File: config.mk
export PLATFORM = sky130hd
export DESIGN_NAME = lxbypass_top
export DESIGN_NICKNAME = d
export VERILOG_FILES = /design/src/verilog/lx_pkg.sv /design/src/verilog/lx_resp_if.sv /design/src/verilog/lx_req_if.sv /design/src/verilog/lxbypass_top.sv /design/src/verilog/ulc_response_router.sv /design/src/verilog/mm_beat_sequencer.sv /design/src/verilog/ulc_request_arbiter.sv
export SDC_FILE = /design/constraint.sdc
export NUM_CORES = 1
export LEC_CHECK = 0
export ABC_CLOCK_PERIOD_IN_PS = 35100
export BUFFER_PORTS_ARGS = -buffer_cell sky130_fd_sc_hd__buf_2
export CORE_AREA = 4 4 257 259
export CTS_CLUSTER_DIAMETER = 50
export DETAILED_ROUTE_END_ITERATION = 8
export DIE_AREA = 0 0 261 263
export GPL_ROUTABILITY_DRIVEN = 0
export MAX_ROUTING_LAYER = met4
export SYNTH_ARGS = -nofsm -noshare
export SYNTH_HDL_FRONTEND = slang
export SYNTH_SLANG_ARGS = --single-unit
export TNS_END_PERCENT = 20
File: constraint.sdc
create_clock -name clock -period 35.1 [get_ports clock]
set_input_delay 8.775 -clock clock [delete_from_list [all_inputs] [get_ports clock]]
set_output_delay 8.775 -clock clock [all_outputs]
set_load 0.005 [all_outputs]
File: src/verilog/lx_pkg.sv
`default_nettype none

package lx_pkg;

  // ------------------------------------------------------------------------
  // Message encoding shared by the L1 side and the memory side
  // ------------------------------------------------------------------------
  localparam int MSGW = 3;

  typedef logic [MSGW-1:0] msg_t;

  // Requests toward memory, also used by the caches
  localparam msg_t NO_REQ = 3'd0;
  localparam msg_t WB_REQ = 3'd1;
  localparam msg_t R_REQ  = 3'd2;

  // Responses
  localparam msg_t MEM_NO_MSG = 3'd0;
  localparam msg_t MEM_READY  = 3'd1;  // Write beat taken / write-back done
  localparam msg_t MEM_SENT   = 3'd2;  // Read beat valid / line delivered

  // ------------------------------------------------------------------------
  // Bus widths and the cache line
  // ------------------------------------------------------------------------
  localparam int ULC_DBW = 128;  // L1 line
  localparam int MM_DBW  = 32;   // Memory beat
  localparam int BEATS   = ULC_DBW / MM_DBW;

  typedef logic [1:0] beat_idx_t;

  // Same 128 bits seen as one word or as beats, beat 0 lowest
  typedef union packed {
    logic [ULC_DBW-1:0]            flat;
    logic [BEATS-1:0][MM_DBW-1:0]  beat;
  } line_u;

endpackage

`default_nettype wire
File: src/verilog/lx_resp_if.sv
`timescale 1ns/1ps
`default_nettype none

interface lx_resp_if #(
  parameter int NUM_ULC = 2,
  parameter int ABW     = 12
);
  import lx_pkg::*;

  localparam int IDW = (NUM_ULC > 1) ? $clog2(NUM_ULC) : 1;

  logic           valid;     // Single cycle completion
  logic           is_write;
  logic [IDW-1:0] id;
  logic [ABW-1:0] address;
  line_u          line;      // Read data

  modport source (output valid, is_write, id, address, line);
  modport sink   (input valid, is_write, id, address, line);

endinterface

`default_nettype wire

File: src/verilog/lx_req_if.sv
`timescale 1ns/1ps
`default_nettype none

// Accepted request, arbiter to beat sequencer
interface lx_req_if #(
  parameter int NUM_ULC = 2,
  parameter int ABW     = 12
);
  import lx_pkg::*;

  localparam int IDW = (NUM_ULC > 1) ? $clog2(NUM_ULC) : 1;

  logic           start;     // One cycle, only while nothing is open
  logic           is_write;
  logic [IDW-1:0] id;
  logic [ABW-1:0] address;
  line_u          line;
  logic           done;      // Closes the transaction

  modport source (output start, is_write, id, address, line, input done);
  modport sink   (input start, is_write, id, address, line, output done);

endinterface

`default_nettype wire

File: src/verilog/lxbypass_top.sv
`timescale 1ns/1ps
`default_nettype none

module lxbypass_top #(
  parameter int NUM_ULC = 2,
  parameter int ABW     = 12
) (
  input  wire logic                                clock,
  input  wire logic                                reset,

  // L1 side, one slice per cache
  input  wire logic [lx_pkg::MSGW*NUM_ULC-1:0]     msg_in,
  input  wire logic [ABW*NUM_ULC-1:0]              address,
  input  wire logic [lx_pkg::ULC_DBW*NUM_ULC-1:0]  data_in,
  output logic [lx_pkg::MSGW*NUM_ULC-1:0]          msg_out,
  output logic [ABW*NUM_ULC-1:0]                   out_address,
  output logic [lx_pkg::ULC_DBW*NUM_ULC-1:0]       data_out,

  // Main memory side
  input  wire lx_pkg::msg_t                        mm2lxb_msg,
  input  wire logic [lx_pkg::MM_DBW-1:0]           mm2lxb_data,
  output lx_pkg::msg_t                             lxb2mm_msg,
  output logic [ABW-1:0]                           lxb2mm_address,
  output logic [lx_pkg::MM_DBW-1:0]                lxb2mm_data
);

  // --------------------------------------------------------------------------
  // Internal buses
  // --------------------------------------------------------------------------
  lx_req_if  #(.NUM_ULC(NUM_ULC), .ABW(ABW)) req_bus ();
  lx_resp_if #(.NUM_ULC(NUM_ULC), .ABW(ABW)) resp_bus ();

  // --------------------------------------------------------------------------
  // Input side, memory side, output side
  // --------------------------------------------------------------------------
  ulc_request_arbiter #(.NUM_ULC(NUM_ULC), .ABW(ABW)) u_arbiter (
    .clock   (clock),
    .reset   (reset),
    .msg_in  (msg_in),
    .address (address),
    .data_in (data_in),
    .req     (req_bus.source)
  );

  mm_beat_sequencer #(.NUM_ULC(NUM_ULC), .ABW(ABW)) u_sequencer (
    .clock          (clock),
    .reset          (reset),
    .mm2lxb_msg     (mm2lxb_msg),
    .mm2lxb_data    (mm2lxb_data),
    .lxb2mm_msg     (lxb2mm_msg),
    .lxb2mm_address (lxb2mm_address),
    .lxb2mm_data    (lxb2mm_data),
    .req            (req_bus.sink),
    .resp           (resp_bus.source)
  );

  ulc_response_router #(.NUM_ULC(NUM_ULC), .ABW(ABW)) u_router (
    .clock       (clock),
    .reset       (reset),
    .resp        (resp_bus.sink),
    .msg_out     (msg_out),
    .out_address (out_address),
    .data_out    (data_out)
  );

endmodule

`default_nettype wire

File: src/verilog/ulc_response_router.sv
`timescale 1ns/1ps
`default_nettype none

module ulc_response_router #(
  parameter int NUM_ULC = 2,
  parameter int ABW     = 12
) (
  input  wire logic                           clock,
  input  wire logic                           reset,
  lx_resp_if.sink                             resp,
  output logic [lx_pkg::MSGW*NUM_ULC-1:0]     msg_out,
  output logic [ABW*NUM_ULC-1:0]              out_address,
  output logic [lx_pkg::ULC_DBW*NUM_ULC-1:0]  data_out
);
  import lx_pkg::*;

  localparam int IDW = (NUM_ULC > 1) ? $clog2(NUM_ULC) : 1;

  msg_t               resp_msg;
  logic [ULC_DBW-1:0] resp_data;
  logic [NUM_ULC-1:0] slice_active;

  assign resp_msg  = resp.is_write ? MEM_READY : MEM_SENT;
  assign resp_data = resp.is_write ? '0 : resp.line.flat;  // Line only for reads

  // ------------------------------------------------------------------------
  // Demux toward the requesting cache
  // ------------------------------------------------------------------------
  always_ff @(posedge clock or posedge reset) begin
    if (reset) begin
      msg_out     <= '0;
      out_address <= '0;
      data_out    <= '0;
    end else if (resp.valid) begin
      for (int i = 0; i < NUM_ULC; i++) begin
        if (IDW'(i) == resp.id) begin
          msg_out[i*MSGW +: MSGW]           <= resp_msg;
          out_address[i*ABW +: ABW]         <= resp.address;
          data_out[i*ULC_DBW +: ULC_DBW]    <= resp_data;
        end else begin
          msg_out[i*MSGW +: MSGW]           <= MEM_NO_MSG;
          out_address[i*ABW +: ABW]         <= '0;
          data_out[i*ULC_DBW +: ULC_DBW]    <= '0;
        end
      end
    end else begin
      msg_out <= '0;  // Response lasts one cycle
    end
  end

  for (genvar g = 0; g < NUM_ULC; g++) begin : g_active
    assign slice_active[g] = |msg_out[g*MSGW +: MSGW];
  end

  one_slice_a: assert property (@(posedge clock) disable iff (reset)
    $onehot0(slice_active));

endmodule

`default_nettype wire

File: src/verilog/mm_beat_sequencer.sv
`timescale 1ns/1ps
`default_nettype none

module mm_beat_sequencer #(
  parameter int NUM_ULC = 2,
  parameter int ABW     = 12
) (
  input  wire logic                        clock,
  input  wire logic                        reset,
  input  wire lx_pkg::msg_t                mm2lxb_msg,
  input  wire logic [lx_pkg::MM_DBW-1:0]   mm2lxb_data,
  output lx_pkg::msg_t                     lxb2mm_msg,
  output logic [ABW-1:0]                   lxb2mm_address,
  output logic [lx_pkg::MM_DBW-1:0]        lxb2mm_data,
  lx_req_if.sink                           req,
  lx_resp_if.source                        resp
);
  import lx_pkg::*;

  localparam int IDW = (NUM_ULC > 1) ? $clog2(NUM_ULC) : 1;

  localparam logic [1:0] ST_IDLE  = 2'd0;
  localparam logic [1:0] ST_WRITE = 2'd1;
  localparam logic [1:0] ST_READ  = 2'd2;

  logic [1:0] state;
  beat_idx_t  beat;
  beat_idx_t  next_beat;
  logic       wr_hs;
  logic       rd_hs;
  logic       handshake;
  logic       last_beat;
  line_u      rd_line;     // Beats gathered so far
  line_u      rd_view;     // Gathered beats plus the one on the bus

  // ------------------------------------------------------------------------
  // Memory handshake
  // ------------------------------------------------------------------------
  assign wr_hs     = (state == ST_WRITE) && (mm2lxb_msg == MEM_READY);
  assign rd_hs     = (state == ST_READ) && (mm2lxb_msg == MEM_SENT);
  assign handshake = wr_hs || rd_hs;
  assign next_beat = beat + 2'd1;
  assign last_beat = handshake && (beat == beat_idx_t'(BEATS - 1));

  // ------------------------------------------------------------------------
  // Unpack / pack FSM with address stepping
  // ------------------------------------------------------------------------
  always_ff @(posedge clock or posedge reset) begin
    if (reset) begin
      state          <= ST_IDLE;
      beat           <= '0;
      lxb2mm_msg     <= NO_REQ;
      lxb2mm_address <= '0;
      lxb2mm_data    <= '0;
    end else begin
      case (state)
        ST_IDLE: begin
          if (req.start) begin
            state          <= req.is_write ? ST_WRITE : ST_READ;
            lxb2mm_msg     <= req.is_write ? WB_REQ : R_REQ;
            lxb2mm_address <= req.address;  // Base address on the first beat
            if (req.is_write) begin
              lxb2mm_data <= req.line.beat[0];
            end
          end
        end
        default: begin
          // Stall holds everything until memory answers
          if (handshake) begin
            beat <= next_beat;  // Wraps back to 0 after the last beat
            if (last_beat) begin
              state      <= ST_IDLE;
              lxb2mm_msg <= NO_REQ;
            end else begin
              lxb2mm_address <= lxb2mm_address + 1'b1;
              if (state == ST_WRITE) begin
                lxb2mm_data <= req.line.beat[next_beat];
              end
            end
          end
        end
      endcase
    end
  end

  // Read beats land low to high
  always_ff @(posedge clock) begin
    if (rd_hs) begin
      rd_line.beat[beat] <= mm2lxb_data;
    end
  end

  // Final beat goes straight through so the line is complete with valid
  always_comb begin
    rd_view                  = rd_line;
    rd_view.beat[BEATS-1]    = mm2lxb_data;
  end

  // ------------------------------------------------------------------------
  // Completion
  // ------------------------------------------------------------------------
  assign req.done      = last_beat;
  assign resp.valid    = last_beat;
  assign resp.is_write = (state == ST_WRITE);
  assign resp.id       = IDW'(req.id);
  assign resp.address  = req.address;  // Echo of the request address
  assign resp.line     = rd_view;

  beat_hold_a: assert property (@(posedge clock) disable iff (reset)
    !handshake |=> $stable(beat));

  // Arbiter must not launch while a burst is running
  start_idle_a: assert property (@(posedge clock) disable iff (reset)
    req.start |-> (state == ST_IDLE));

endmodule

`default_nettype wire

File: src/verilog/ulc_request_arbiter.sv
`timescale 1ns/1ps
`default_nettype none

module ulc_request_arbiter #(
  parameter int NUM_ULC = 2,
  parameter int ABW     = 12
) (
  input  wire logic                                clock,
  input  wire logic                                reset,
  input  wire logic [lx_pkg::MSGW*NUM_ULC-1:0]     msg_in,
  input  wire logic [ABW*NUM_ULC-1:0]              address,
  input  wire logic [lx_pkg::ULC_DBW*NUM_ULC-1:0]  data_in,
  lx_req_if.source                                 req
);
  import lx_pkg::*;

  localparam int IDW = (NUM_ULC > 1) ? $clog2(NUM_ULC) : 1;

  logic [NUM_ULC-1:0] req_flag;
  logic [NUM_ULC-1:0] served;    // Answered, waiting for the cache to drop
  logic [NUM_ULC-1:0] pending;
  logic [IDW-1:0]     last_id;   // Round robin pointer
  logic [IDW-1:0]     grant_id;
  logic               found;
  logic               busy;
  logic               launch;

  // ------------------------------------------------------------------------
  // Request decode
  // ------------------------------------------------------------------------
  for (genvar g = 0; g < NUM_ULC; g++) begin : g_req
    assign req_flag[g] = (msg_in[g*MSGW +: MSGW] == WB_REQ) ||
                         (msg_in[g*MSGW +: MSGW] == R_REQ);
  end

  // A held request counts as new only once the cache has let go of it
  assign pending = req_flag & ~served;

  // Search starts just after the last cache served
  always_comb begin
    int idx;
    found    = 1'b0;
    grant_id = last_id;
    for (int k = 1; k <= NUM_ULC; k++) begin
      idx = int'(last_id) + k;
      if (idx >= NUM_ULC) idx = idx - NUM_ULC;
      if (!found && pending[idx]) begin
        found    = 1'b1;
        grant_id = IDW'(idx);
      end
    end
  end

  assign launch = found && !busy && !req.start;

  // ------------------------------------------------------------------------
  // Grant and transaction tracking
  // ------------------------------------------------------------------------
  always_ff @(posedge clock or posedge reset) begin
    if (reset) begin
      req.start    <= 1'b0;
      req.is_write <= 1'b0;
      req.id       <= '0;
      busy         <= 1'b0;
      last_id      <= IDW'(NUM_ULC - 1);  // First pass begins at cache 0
      served       <= '0;
    end else begin
      req.start <= launch;
      served    <= served & req_flag;
      if (launch) begin
        req.is_write <= (msg_in[grant_id*MSGW +: MSGW] == WB_REQ);
        req.id       <= grant_id;
        last_id      <= grant_id;
      end
      if (req.start) busy <= 1'b1;
      if (req.done) begin
        busy            <= 1'b0;
        served[req.id]  <= 1'b1;
      end
    end
  end

  // Payload held for the whole open transaction
  always_ff @(posedge clock) begin
    if (launch) begin
      req.address   <= address[grant_id*ABW +: ABW];
      req.line.flat <= data_in[grant_id*ULC_DBW +: ULC_DBW];
    end
  end

  start_idle_a: assert property (@(posedge clock) disable iff (reset)
    req.start |-> !busy);

  // Sequencer may only close what was opened here
  done_open_a: assert property (@(posedge clock) disable iff (reset)
    req.done |-> busy);

endmodule

`default_nettype wire

# Word level (Yosys, flattened, before mapping)
# Index checks and enable logic that the tools add are counted.
totals:
  mem_bits_rw: 0
  n_memories: 0
  latch_bits: 0
  mem_bits_ro: 0
  regBits: 612
  wordCells: 129
op_classes:
  n_lt_le_gt_ge: 9
  n_div: 0
  n_reduce_logical: 23
  add_sub_neg: 6
  shifts: 3
  muxes: 51
  n_bitwise: 5
  eq_ne: 13
  multipliers: 2
ops:
  columns: ["cell", "count"]
  rows:
  - ["128-bit 2-to-1 mux", 3]
  - ["32-bit 2-to-1 mux", 10]
  - ["256-bit by 9-bit variable part select with 128-bit output", 1]
  - ["128-bit bitwise mux", 1]
  - ["12-bit 2-to-1 mux", 6]
  - ["32-bit binary-select mux with 2-bit select", 1]
  - ["32-bit demux with 2-bit select", 1]
  - ["32-bit by 3-bit >= comparator with 1-bit output (second input constant)", 2]
  - ["32-bit by 3-bit < comparator with 1-bit output (second input constant)", 2]
  - ["32-bit by 3-bit subtractor with 32-bit output (second input constant)", 2]
  - ["24-bit by 6-bit variable part select with 12-bit output", 1]
  - ["3-bit 2-to-1 mux", 6]
  - ["2-bit 2-to-1 mux", 8]
  - ["1-bit 2-to-1 mux", 13]
  - ["12-bit by 1-bit adder with 12-bit output (second input constant)", 1]
  - ["3-bit by 1-bit == test with 1-bit output (second input constant)", 4]
  - ["3-bit by 2-bit == test with 1-bit output (second input constant)", 3]
  - ["1-bit logical AND", 8]
  - ["2-bit nonzero test", 4]
  - ["2-bit by 3-bit < comparator with 1-bit output (second input constant)", 2]
  - ["1-bit by 2-bit multiplier with 3-bit output (second input constant)", 2]
  - ["6-bit 2-to-1 mux", 1]
  - ["3-bit AND reduction", 2]
  - ["6-bit by 4-bit variable part select with 3-bit output", 1]
  - ["other kinds (20)", 27]

# Longest topological paths before layout
# Gate-level depths: netlist of the first run.
logic_depth:
  word_depth: 13
  mapped_depth: 10

# By module
# A second synthesis of the first run with hierarchy kept.
hier_totals:
  cells_unflattened: 1633
  area_unflattened_um2: 24592.3
modules_own_cells:
  columns: ["module", "cells_each", "seq_area_each_um2", "n_inst", "area_each_um2"]
  rows:
  - ["ulc_response_router", 783, 7106.8, 1, 11222.0]
  - ["mm_beat_sequencer", 519, 4083.9, 1, 6706.4]
  - ["ulc_request_arbiter", 331, 4380.5, 1, 6663.9]

# Worst setup path after synthesis of the first run
# Ideal clock, no wire load.
synth_timing:
  kind: "input-to-reg"
  start: "input port msg_in[0] in the netlist's numbering"
  end: "register u_arbiter.req.start"
  path_slack_ps: 14436
  setup_time_ps: 1191
  path_buffers: 0
  arrival_time_ps: 19474
  path_stages: 3
  cell_sequence: "xnor2_1 or3_1 a21boi_0"
synth_via:
  elab_chain_cells: 12
  elab_cells_between_ends: 16
synth_lines:
  columns: ["item", "line_no", "text"]
  rows:
  - ["start, declared", "lxbypass_top.sv:12", "input wire logic [lx_pkg::MSGW*NUM_ULC-1:0] msg_in,"]
  - ["3-bit by 1-bit == test with 1-bit output or 3-bit by 2-bit == test with 1-bit output (tied branches)", "ulc_request_arbiter.sv:32, ulc_request_arbiter.sv:33", null]
  - ["1-bit logical OR (*)", "ulc_request_arbiter.sv:32", "assign req_flag[g] = (msg_in[g*MSGW +: MSGW] == WB_REQ) ||"]
  - ["2-bit bitwise AND (*)", "ulc_request_arbiter.sv:37", "assign pending = req_flag & ~served;"]
  - ["1-bit 2-to-1 mux (not written as such) (3 in a row)", "ulc_request_arbiter.sv:47", "if (!found && pending[idx]) begin"]
  - ["1-bit 2-to-1 mux", "ulc_request_arbiter.sv:47", null]
  - ["1-bit zero test", "ulc_request_arbiter.sv:47", null]
  - ["1-bit logical AND", "ulc_request_arbiter.sv:47", null]
  - ["1-bit 2-to-1 mux (*)", "ulc_request_arbiter.sv:47", null]
  - ["1-bit logical AND (*) (2 in a row)", "ulc_request_arbiter.sv:54", "assign launch = found && !busy && !req.start;"]
  - ["via u_arbiter.launch", "ulc_request_arbiter.sv:26", "logic launch;"]
  - ["end signal, assigned", "ulc_request_arbiter.sv:68", "req.start <= launch;"]
  - ["end, declared", "lx_req_if.sv:20", "modport source (output start, is_write, id, address, line, input done);"]
# The timed path passes the listed nets; every way through them passes the cells marked *. The select of a mux whose other input is x is not followed.
# A chain may end at the register's enable or synchronous reset.

# Worst setup path after layout of the first run
layout_timing:
  start: "input port mm2lxb_msg[1]"
  end: "register u_router.data_out[69] in the netlist's numbering"
layout_via:
  elab_chain_cells: 4
  elab_cells_between_ends: 6
layout_lines:
  columns: ["item", "line_no", "text"]
  rows:
  - ["start, declared", "lxbypass_top.sv:20", "input wire lx_pkg::msg_t mm2lxb_msg,"]
  - ["3-bit by 1-bit == test with 1-bit output or 3-bit by 2-bit == test with 1-bit output (tied branches)", "mm_beat_sequencer.sv:39, mm_beat_sequencer.sv:40", null]
  - ["1-bit logical AND, on equally long branches", "mm_beat_sequencer.sv:39, mm_beat_sequencer.sv:40", null]
  - ["1-bit logical OR (*)", "mm_beat_sequencer.sv:41", "assign handshake = wr_hs || rd_hs;"]
  - ["1-bit logical AND (*)", "mm_beat_sequencer.sv:43", "assign last_beat = handshake && (beat == beat_idx_t'(BEATS - 1));"]
  - ["end signal, assigned by index", "ulc_response_router.sv:39", "data_out[i*ULC_DBW +: ULC_DBW] <= resp_data;"]
  - ["end, declared", "ulc_response_router.sv:13", "output logic [lx_pkg::ULC_DBW*NUM_ULC-1:0] data_out"]
# Every way passes the cells marked *; elsewhere a longest branch is shown, timed or not.

==> results of run 1 <==
[cell usage after synthesis, drive strengths merged (7+ instances only)]
master / n
edfxtp: 236
buf: 58
a211oi: 34
clkbuf: 92
nand2b: 33
o21ai: 286
mux2: 173
inv: 7
nor2: 12
nand2: 575
nor3: 8
a21o: 32
o22ai: 66
dfrtp: 338
[per-stage QoR]
stage          hold WS, ns  worst slack (ns)  area, um^2  instances  util, %
2_1_floorplan        0.473             14.44       25200       2025        -
3_3_place_gp         0.457             22.25       28800       3403     45.0
3_5_place_dp         0.461             22.16       28800       3403     45.0
4_1_cts              0.473             22.80       31000       3532     48.6
5_1_grt              0.484             22.49       31100       3538     48.6
6_report             0.470             22.91       31100       3540     48.6
[power by group]
group	internal (mW)	switching (mW)
combinational	0.342	0.507
sequential	0.883	0.124
clock	0.416	0.291
[worst paths after layout]
check                                               to                   startpoint
max                              u_router.data_out[69]                mm2lxb_msg[1]
min                        u_sequencer.lxb2mm_data[28]  u_sequencer.lxb2mm_data[28]
max reg2reg                      u_router.data_out[69]    u_sequencer.lxb2mm_msg[0]
min reg2reg                u_sequencer.lxb2mm_data[28]  u_sequencer.lxb2mm_data[28]
max in group asynchronous       u_router.data_out[195]                        reset
min in group asynchronous          u_router.msg_out[1]                        reset
[worst max-delay path, stage by stage]
cell                       delay, ns
sky130_fd_sc_hd__buf_2          0.10
sky130_fd_sc_hd__and4bb_4       0.23
sky130_fd_sc_hd__o211ai_4       0.20
sky130_fd_sc_hd__buf_12         0.61
sky130_fd_sc_hd__buf_4          0.88
sky130_fd_sc_hd__buf_4          0.79
sky130_fd_sc_hd__buf_4          0.69
sky130_fd_sc_hd__o21ai_0        0.21
[cells by family after synthesis]
family          after synthesis  share of synthesized area [%]
simple gates                661                           12.6
flops                       575                           61.7
compound gates              448                           13.3
mux                         173                           7.72
buf+inv                     157                           4.28
fa+ha+maj                     5                          0.248
xor+xnor                      3                          0.104
other cells                   1                         0.0149
[routing by layer]
layer	vias to the layer above	track usage, %	part of all wire (%)
met5	-	-	0
met4	0	7.56	3.5
met2	643	37.7	49
met1	8593	28.8	40
li1	8368	-	-
met3	124	4.84	7.1
[sequential cells by signal, indices dropped and copies added (netlist names), 2 cells and up]
signal,cells
u_router.data_out,256
u_arbiter.req.line,128
u_sequencer.rd_line,96
u_sequencer.lxb2mm_data,32
u_router.out_address,24
u_arbiter.req.address,12
u_sequencer.lxb2mm_address,12
u_router.msg_out,4
u_arbiter.served,2
u_sequencer.beat,2
u_sequencer.lxb2mm_msg,2
[area by class of cell]
| cell class | count | area [um^2] |
|---|---|---|
| multi-input cells | 1293 | 8630 |
| repair buffers | 673 | 3450 |
| well taps | 855 | 1070 |
| clock inverters | 33 | 367 |
| flip-flops and latches | 575 | 15600 |
| diodes | 8 | 20.0 |
| fillers | 5788 | 32800 |
| inverters | 7 | 33.8 |
| clock buffers | 96 | 1930 |
==> run metrics, run 1 <==
commonest non-fill, non-tap cells in the layout=sky130_fd_sc_hd__buf_2 (652), sky130_fd_sc_hd__nand2_1 (375), sky130_fd_sc_hd__dfrtp_1 (338); number of buffers inserted by post-CTS setup repair=0; number of nets in the layout=a little under 3000; post-synthesis cell type count=64; Post-synth EDFFs=approximately 240; area share of the largest cell type after synthesis=approximately a third; DRC marker count from the first detailed-route iteration=~1200; Worst setup SP type=primary input; count of final setup violators=0; share of async-settable or async-resettable flops after synthesis=approximately 60%; Hold/Removal Path Class=reg -> reg; pin count of the biggest net entering global routing=172; layout overhead on the synthesized area=23.2%; aggregate negative setup slack=0 ns; slew at the pin closest to its max-slew limit=around 1.1 ns; CTS max path bufs=3; fraction of final layout cells with drive strength greater than 1=47.5%; Synth area leaders=sky130_fd_sc_hd__dfrtp_1 (34%), sky130_fd_sc_hd__edfxtp_1 (28%), sky130_fd_sc_hd__o21ai_2 (6.9%); overall power after layout=~2.6 mW; global-route wire length before repair=roughly 120 mm; Max rail drop VDD=0.0493 mV; via count=around 18000; clock latency reported for the late side of the worst-skew pair=approximately 0.60 ns; Reg2Reg Depth=7; outcome=complete, no violations; ratio of final minimum period to clock period=a little over a third; dominant register cell in the synthesized netlist=sky130_fd_sc_hd__dfrtp_1; Post-Syn Instances=around 2000; cell type contributing the most total cell area after synthesis=sky130_fd_sc_hd__dfrtp_1; Total Die Area=0.0686 mm^2; data required time at the worst endpoint=around 36 ns; global route total overflow=0; max-cap violation count=0; number of pins with negative max-slew slack in the final report=0; post-CTS sizing=0; depth of the CTS H-tree=3; clock slew seen by the registers of the worst setup and hold paths=~0.06 ns; TritonCTS clock tree=built; area of the core=about 0.064 mm^2; Synth Cell Area=around 0.025 mm^2; worst clock skew on the final layout=around 0.032 ns; Std-Cell Rows=93; # DRC=0; TritonCTS Sinks=575; Worst Hold Depth=1; Post-Syn Area per Cell=about 12 um^2; Chip Height=around 260 um; flip-flop and latch count after synthesis=approximately 580; maximum net fanout on the critical path=between 150 and 200; via count of the first global-routing pass=17610; gr usage total=between 20% and 30%; most common cell after layout, fill and taps aside=sky130_fd_sc_hd__buf_2; Die X-Extent=between 200 and 300 um; number of primary I/O pins=between 600 and 700; Final ANT Viol Nets=0; power density of the placed cells=~82 mW/mm^2; library cell used as clock root buffer=sky130_fd_sc_hd__clkbuf_16; Detailed Place HPWL=between 50 and 60 mm; standby leakage power=14.0 nW; final period demand of the worst path=about 12 ns; Hold-fix buffers, CTS=0; Hold Violations, Final=0; crit path capture type=flip-flop; antenna violations before repair=13; Vias per Instance=5.01; sequential-to-total area share from yosys stat=61.7%; starting utilization of the core area=39.5%; remaining max-slew budget at the tightest pin=between 20% and 30%; TritonRoute pass-1 iters=5; average routed wire per standard cell=22.4 um; Yosys warnings=0; arrival time of the worst setup path=12.64 ns; total routed wirelength=~79 mm; kind of critical path=in -> reg; CTS buffer count=70; IO Port Bufs=between 600 and 700; unrepaired setup endpoints after global routing=false; setup slack, reg-to-reg=a little over 30 ns; maximum clock rate=just over 80 MHz
Note: power is estimated with default switching activity, not from simulation.
==> inputs of run 2 (changes only) <==
--- a/config.mk
+++ b/config.mk
@@ -5,12 +5,13 @@
 export SDC_FILE = /design/constraint.sdc
 export NUM_CORES = 1
 export LEC_CHECK = 0
-export ABC_CLOCK_PERIOD_IN_PS = 35100
+export ABC_AREA = 1
+export ABC_CLOCK_PERIOD_IN_PS = 11990
 export BUFFER_PORTS_ARGS = -buffer_cell sky130_fd_sc_hd__buf_2
-export CORE_AREA = 4 4 257 259
+export CORE_AREA = 4 4 251 253
 export CTS_CLUSTER_DIAMETER = 50
 export DETAILED_ROUTE_END_ITERATION = 8
-export DIE_AREA = 0 0 261 263
+export DIE_AREA = 0 0 255 257
 export GPL_ROUTABILITY_DRIVEN = 0
 export MAX_ROUTING_LAYER = met4
 export SYNTH_ARGS = -nofsm -noshare
==> constraint.sdc (replaced) <==
create_clock -name clock -period 11.99 [get_ports clock]
set_input_delay 2.9975 -clock clock [delete_from_list [all_inputs] [get_ports clock]]
set_output_delay 2.9975 -clock clock [all_outputs]
set_load 0.005 [all_outputs]
==> run 2 against run 1 <==
Against the previous run:
- wire length is 12% lower
- hold slack worse by 0.0071 ns
- total power is 63% higher
- clock skew is 0.0059 ns lower
- sequential share of layout area is 3.0 points higher
- count of clock-buffer cells in the layout is 4 higher
- critical path depth is 2 higher
- area after synthesis is 7.7% lower
- critical path type unchanged
- largest power group unchanged
==> run metrics, run 2 <==
outcome=complete, no violations; clock latency reported for the late side of the worst-skew pair=0.59 ns (about the same); Hold/Removal Path Class=reg -> reg; commonest non-fill, non-tap cells in the layout=sky130_fd_sc_hd__nand2_1 (922), sky130_fd_sc_hd__buf_2 (652), sky130_fd_sc_hd__dfrtp_1 (338); Final ANT Viol Nets=0 (unchanged); global route total overflow=0 (unchanged); cell area reported after detailed placement=0.0272 mm^2 (-5.5%); Chip Height=257 um (-2.3%); maximum clock rate=176 MHz; cell breakdown of the critical path=buf_2 > inv_1 > nor2_1 > nand3_2 > nand2_4 > nand2_8 > buf_4 > buf_4 > nand2_1 > o21ai_2; fraction of final layout cells with drive strength greater than 1=28.9% (-19 points); pin count of the biggest net entering global routing=199 (+16%); cell repeated most along the worst path=sky130_fd_sc_hd__buf_4; depth of the CTS H-tree=3 (unchanged); Layout Cell Area excl Fill=0.0293 mm^2 (-5.6%); via count of the first global-routing pass=17980 (+2.1%); Std-Cell Rows=91 (-2.2%); unrepaired setup endpoints after global routing=false; crit path capture type=flip-flop; max-cap violation count=0 (unchanged); total routed wirelength=69.7 mm (-12%); least setup slack across all paths after layout=6.30 ns (-16.60 ns); sequential-to-total area share from yosys stat=66.9% (+5.2 points); Post-Syn Instances=2326 (+15%); kind of critical path=in -> reg; Post-synth EDFFs=236 (unchanged); number of primary I/O pins=656 (unchanged); share of async-settable or async-resettable flops after synthesis=59.0% (unchanged); overall power after layout=4.18 mW (+63%); worst setup slack after placement=5.79 ns (-16.37 ns); flip-flop count of the largest register after layout=256 (unchanged); family of cells with the greatest summed delay on the critical path=buffers and inverters; cell with the most instances after synthesis=sky130_fd_sc_hd__nand2_1; Post-Syn Area per Cell=10.0 um^2 (-20%); met1 routing resource usage after global routing=26.5% (-2.3 points); cell type of the slowest stage on the worst timing path=sky130_fd_sc_hd__buf_4; Synth area leaders=sky130_fd_sc_hd__dfrtp_1 (36%), sky130_fd_sc_hd__edfxtp_1 (30%), sky130_fd_sc_hd__nand2_1 (15%); TritonRoute pass-1 iters=6 (+1); Worst setup SP type=primary input; power density of the placed cells=143 mW/mm^2 (+73%); library cell used as clock root buffer=sky130_fd_sc_hd__clkbuf_16; top cells by instance count after synthesis=sky130_fd_sc_hd__nand2_1 (924), sky130_fd_sc_hd__dfrtp_1 (338), sky130_fd_sc_hd__edfxtp_1 (236); gr usage total=21.2% (-1.9 points); Synth Cell Area=0.0233 mm^2 (-7.7%); final period demand of the worst path=about 5.7 ns; data required time at the worst endpoint=12.50 ns (-23.05 ns); Yosys warnings=0 (unchanged); aggregate negative setup slack=0 ns (unchanged); Hold Violations, Final=0 (unchanged); layout overhead on the synthesized area=26.0%; Die X-Extent=255 um (-2.3%); antenna violations before repair=1 (-12); Max rail drop VDD=0.0795 mV (+61%); Detailed Place HPWL=49.5 mm (-13%); final core utilization=48.1% (-0.58 points); starting utilization of the core area=38.1% (-1.3 points); number of buffers inserted by post-CTS setup repair=0 (unchanged); Total Die Area=0.0655 mm^2 (-4.5%); cell type contributing the most total cell area after synthesis=sky130_fd_sc_hd__dfrtp_1; DRC marker count from the first detailed-route iteration=1384 (+18%); area share of the largest cell type after synthesis=36.3% (+2.8 points); Hold Worst Slack=0.462 ns (-0.00706 ns); worst path bufs/invs=4 (-1); ratio of final minimum period to clock period=between 40% and 50%; placed instance count=3665 (+7.7%); maximum net fanout on the critical path=106 (-38%); TritonCTS clock tree=built; arrival time of the worst setup path=6.19 ns (-6.45 ns); standby leakage power=15.1 nW (+7.8%); CTS max path bufs=3 (unchanged); Top reg by flops=u_router.data_out; M2 GR Usage=34.8% (-2.9 points); dominant register cell in the synthesized netlist=sky130_fd_sc_hd__dfrtp_1; # DRC=0 (unchanged); setup slack, reg-to-reg=8.13 ns (-22.38 ns); flip-flop and latch count after synthesis=575 (unchanged); clock slew seen by the registers of the worst setup and hold paths=0.05 ns (about the same); number of nets in the layout=3272 (+11%); TritonCTS Sinks=575 (unchanged); area of the core=0.0610 mm^2 (-4.5%); most common cell after layout, fill and taps aside=sky130_fd_sc_hd__nand2_1; Final Instance Count excl. Fillers=3791 (+7.1%); Vias per Instance=4.82 (-3.8%); global-route wire length before repair=105 mm (-8.9%); post-CTS sizing=0 (unchanged); slew at the pin closest to its max-slew limit=1.16 ns (+0.0245 ns); via count=18270 (+3.1%); GRT met3 Usage=3.29% (-1.5 points); Hold-fix buffers, CTS=0 (unchanged); number of pins with negative max-slew slack in the final report=0 (unchanged); worst clock skew on the final layout=0.0258 ns (-0.00586 ns); CTS buffer count=67 (-4.3%); post-synthesis cell type count=33 (-48%); IO Port Bufs=652 (unchanged); average routed wire per standard cell=18.4 um (-18%); remaining max-slew budget at the tightest pin=22.3% (-1.8 points); count of final setup violators=0 (unchanged); highest-utilization routing layer at the global route stage=met2; maximum cell stage delay along the critical path=0.89 ns (about the same)
run 2: changes by cell type in the layout (fill, tap and decap cells not counted), sizes merged, moves of 8 or more:
cell    delta
nor3       -8
inv      +168
o21ai     +40
mux2     -173
nor2      +43
nand2    +353
nand3     +79
o22ai     -66
a211oi    -34
a21o      -30
a21oi     +31
nand2b    -33
run 2: cell type report:
cell class	instances	area, um^2
clock buffer	100	1930
tap	790	988
inverter	175	661
antenna	3	7.51
timing repair buffer	672	3430
sequential	575	15600
clock inverter	23	220
multi-input combinational	1453	6520
fill	5698	31700
run 2: cells by family after synthesis:
logic type      count (synthesis)  share of synthesized area (%)
compound gates                366                           9.15
buf+inv                       300                           5.48
flops                         575                           66.9
other cells                     1                         0.0161
simple gates                 1076                           18.1
fa+ha+maj                       5                          0.269
xor+xnor                        3                          0.113
run 2: layer usage:
| layer | routed length, um | up-vias |
|---|---|---|
| met5 | 0 | - |
| met4 | 2450 | 0 |
| met3 | 4390 | 116 |
| met2 | 34500 | 703 |
| met1 | 28400 | 8693 |
| li1 | - | 8758 |
run 2: power by group:
part | leakage [nW] | internal [mW] | switching, mW
combinational | 7.22 | 0.0581 | 0.101
sequential | 6.86 | 2.06 | 0
clock | 1.05 | 1.16 | 0.808
run 2: worst paths after layout:
check,from,end,cells after the start
max,mm2lxb_msg[1],u_router.data_out[144],10
min,u_sequencer.lxb2mm_data[10],u_sequencer.lxb2mm_data[10],2
max reg2reg,u_sequencer.beat[0],u_sequencer.lxb2mm_data[11],11
min reg2reg,u_sequencer.lxb2mm_data[10],u_sequencer.lxb2mm_data[10],2
max in group asynchronous,reset,u_router.data_out[210],4
min in group asynchronous,reset,u_router.msg_out[3],3
run 2: tightest hold or removal path, stage by stage (launching register included):
cell                      delay [ns]
sky130_fd_sc_hd__dfrtp_1        0.33
sky130_fd_sc_hd__nand2_1        0.05
sky130_fd_sc_hd__nand2_1        0.05
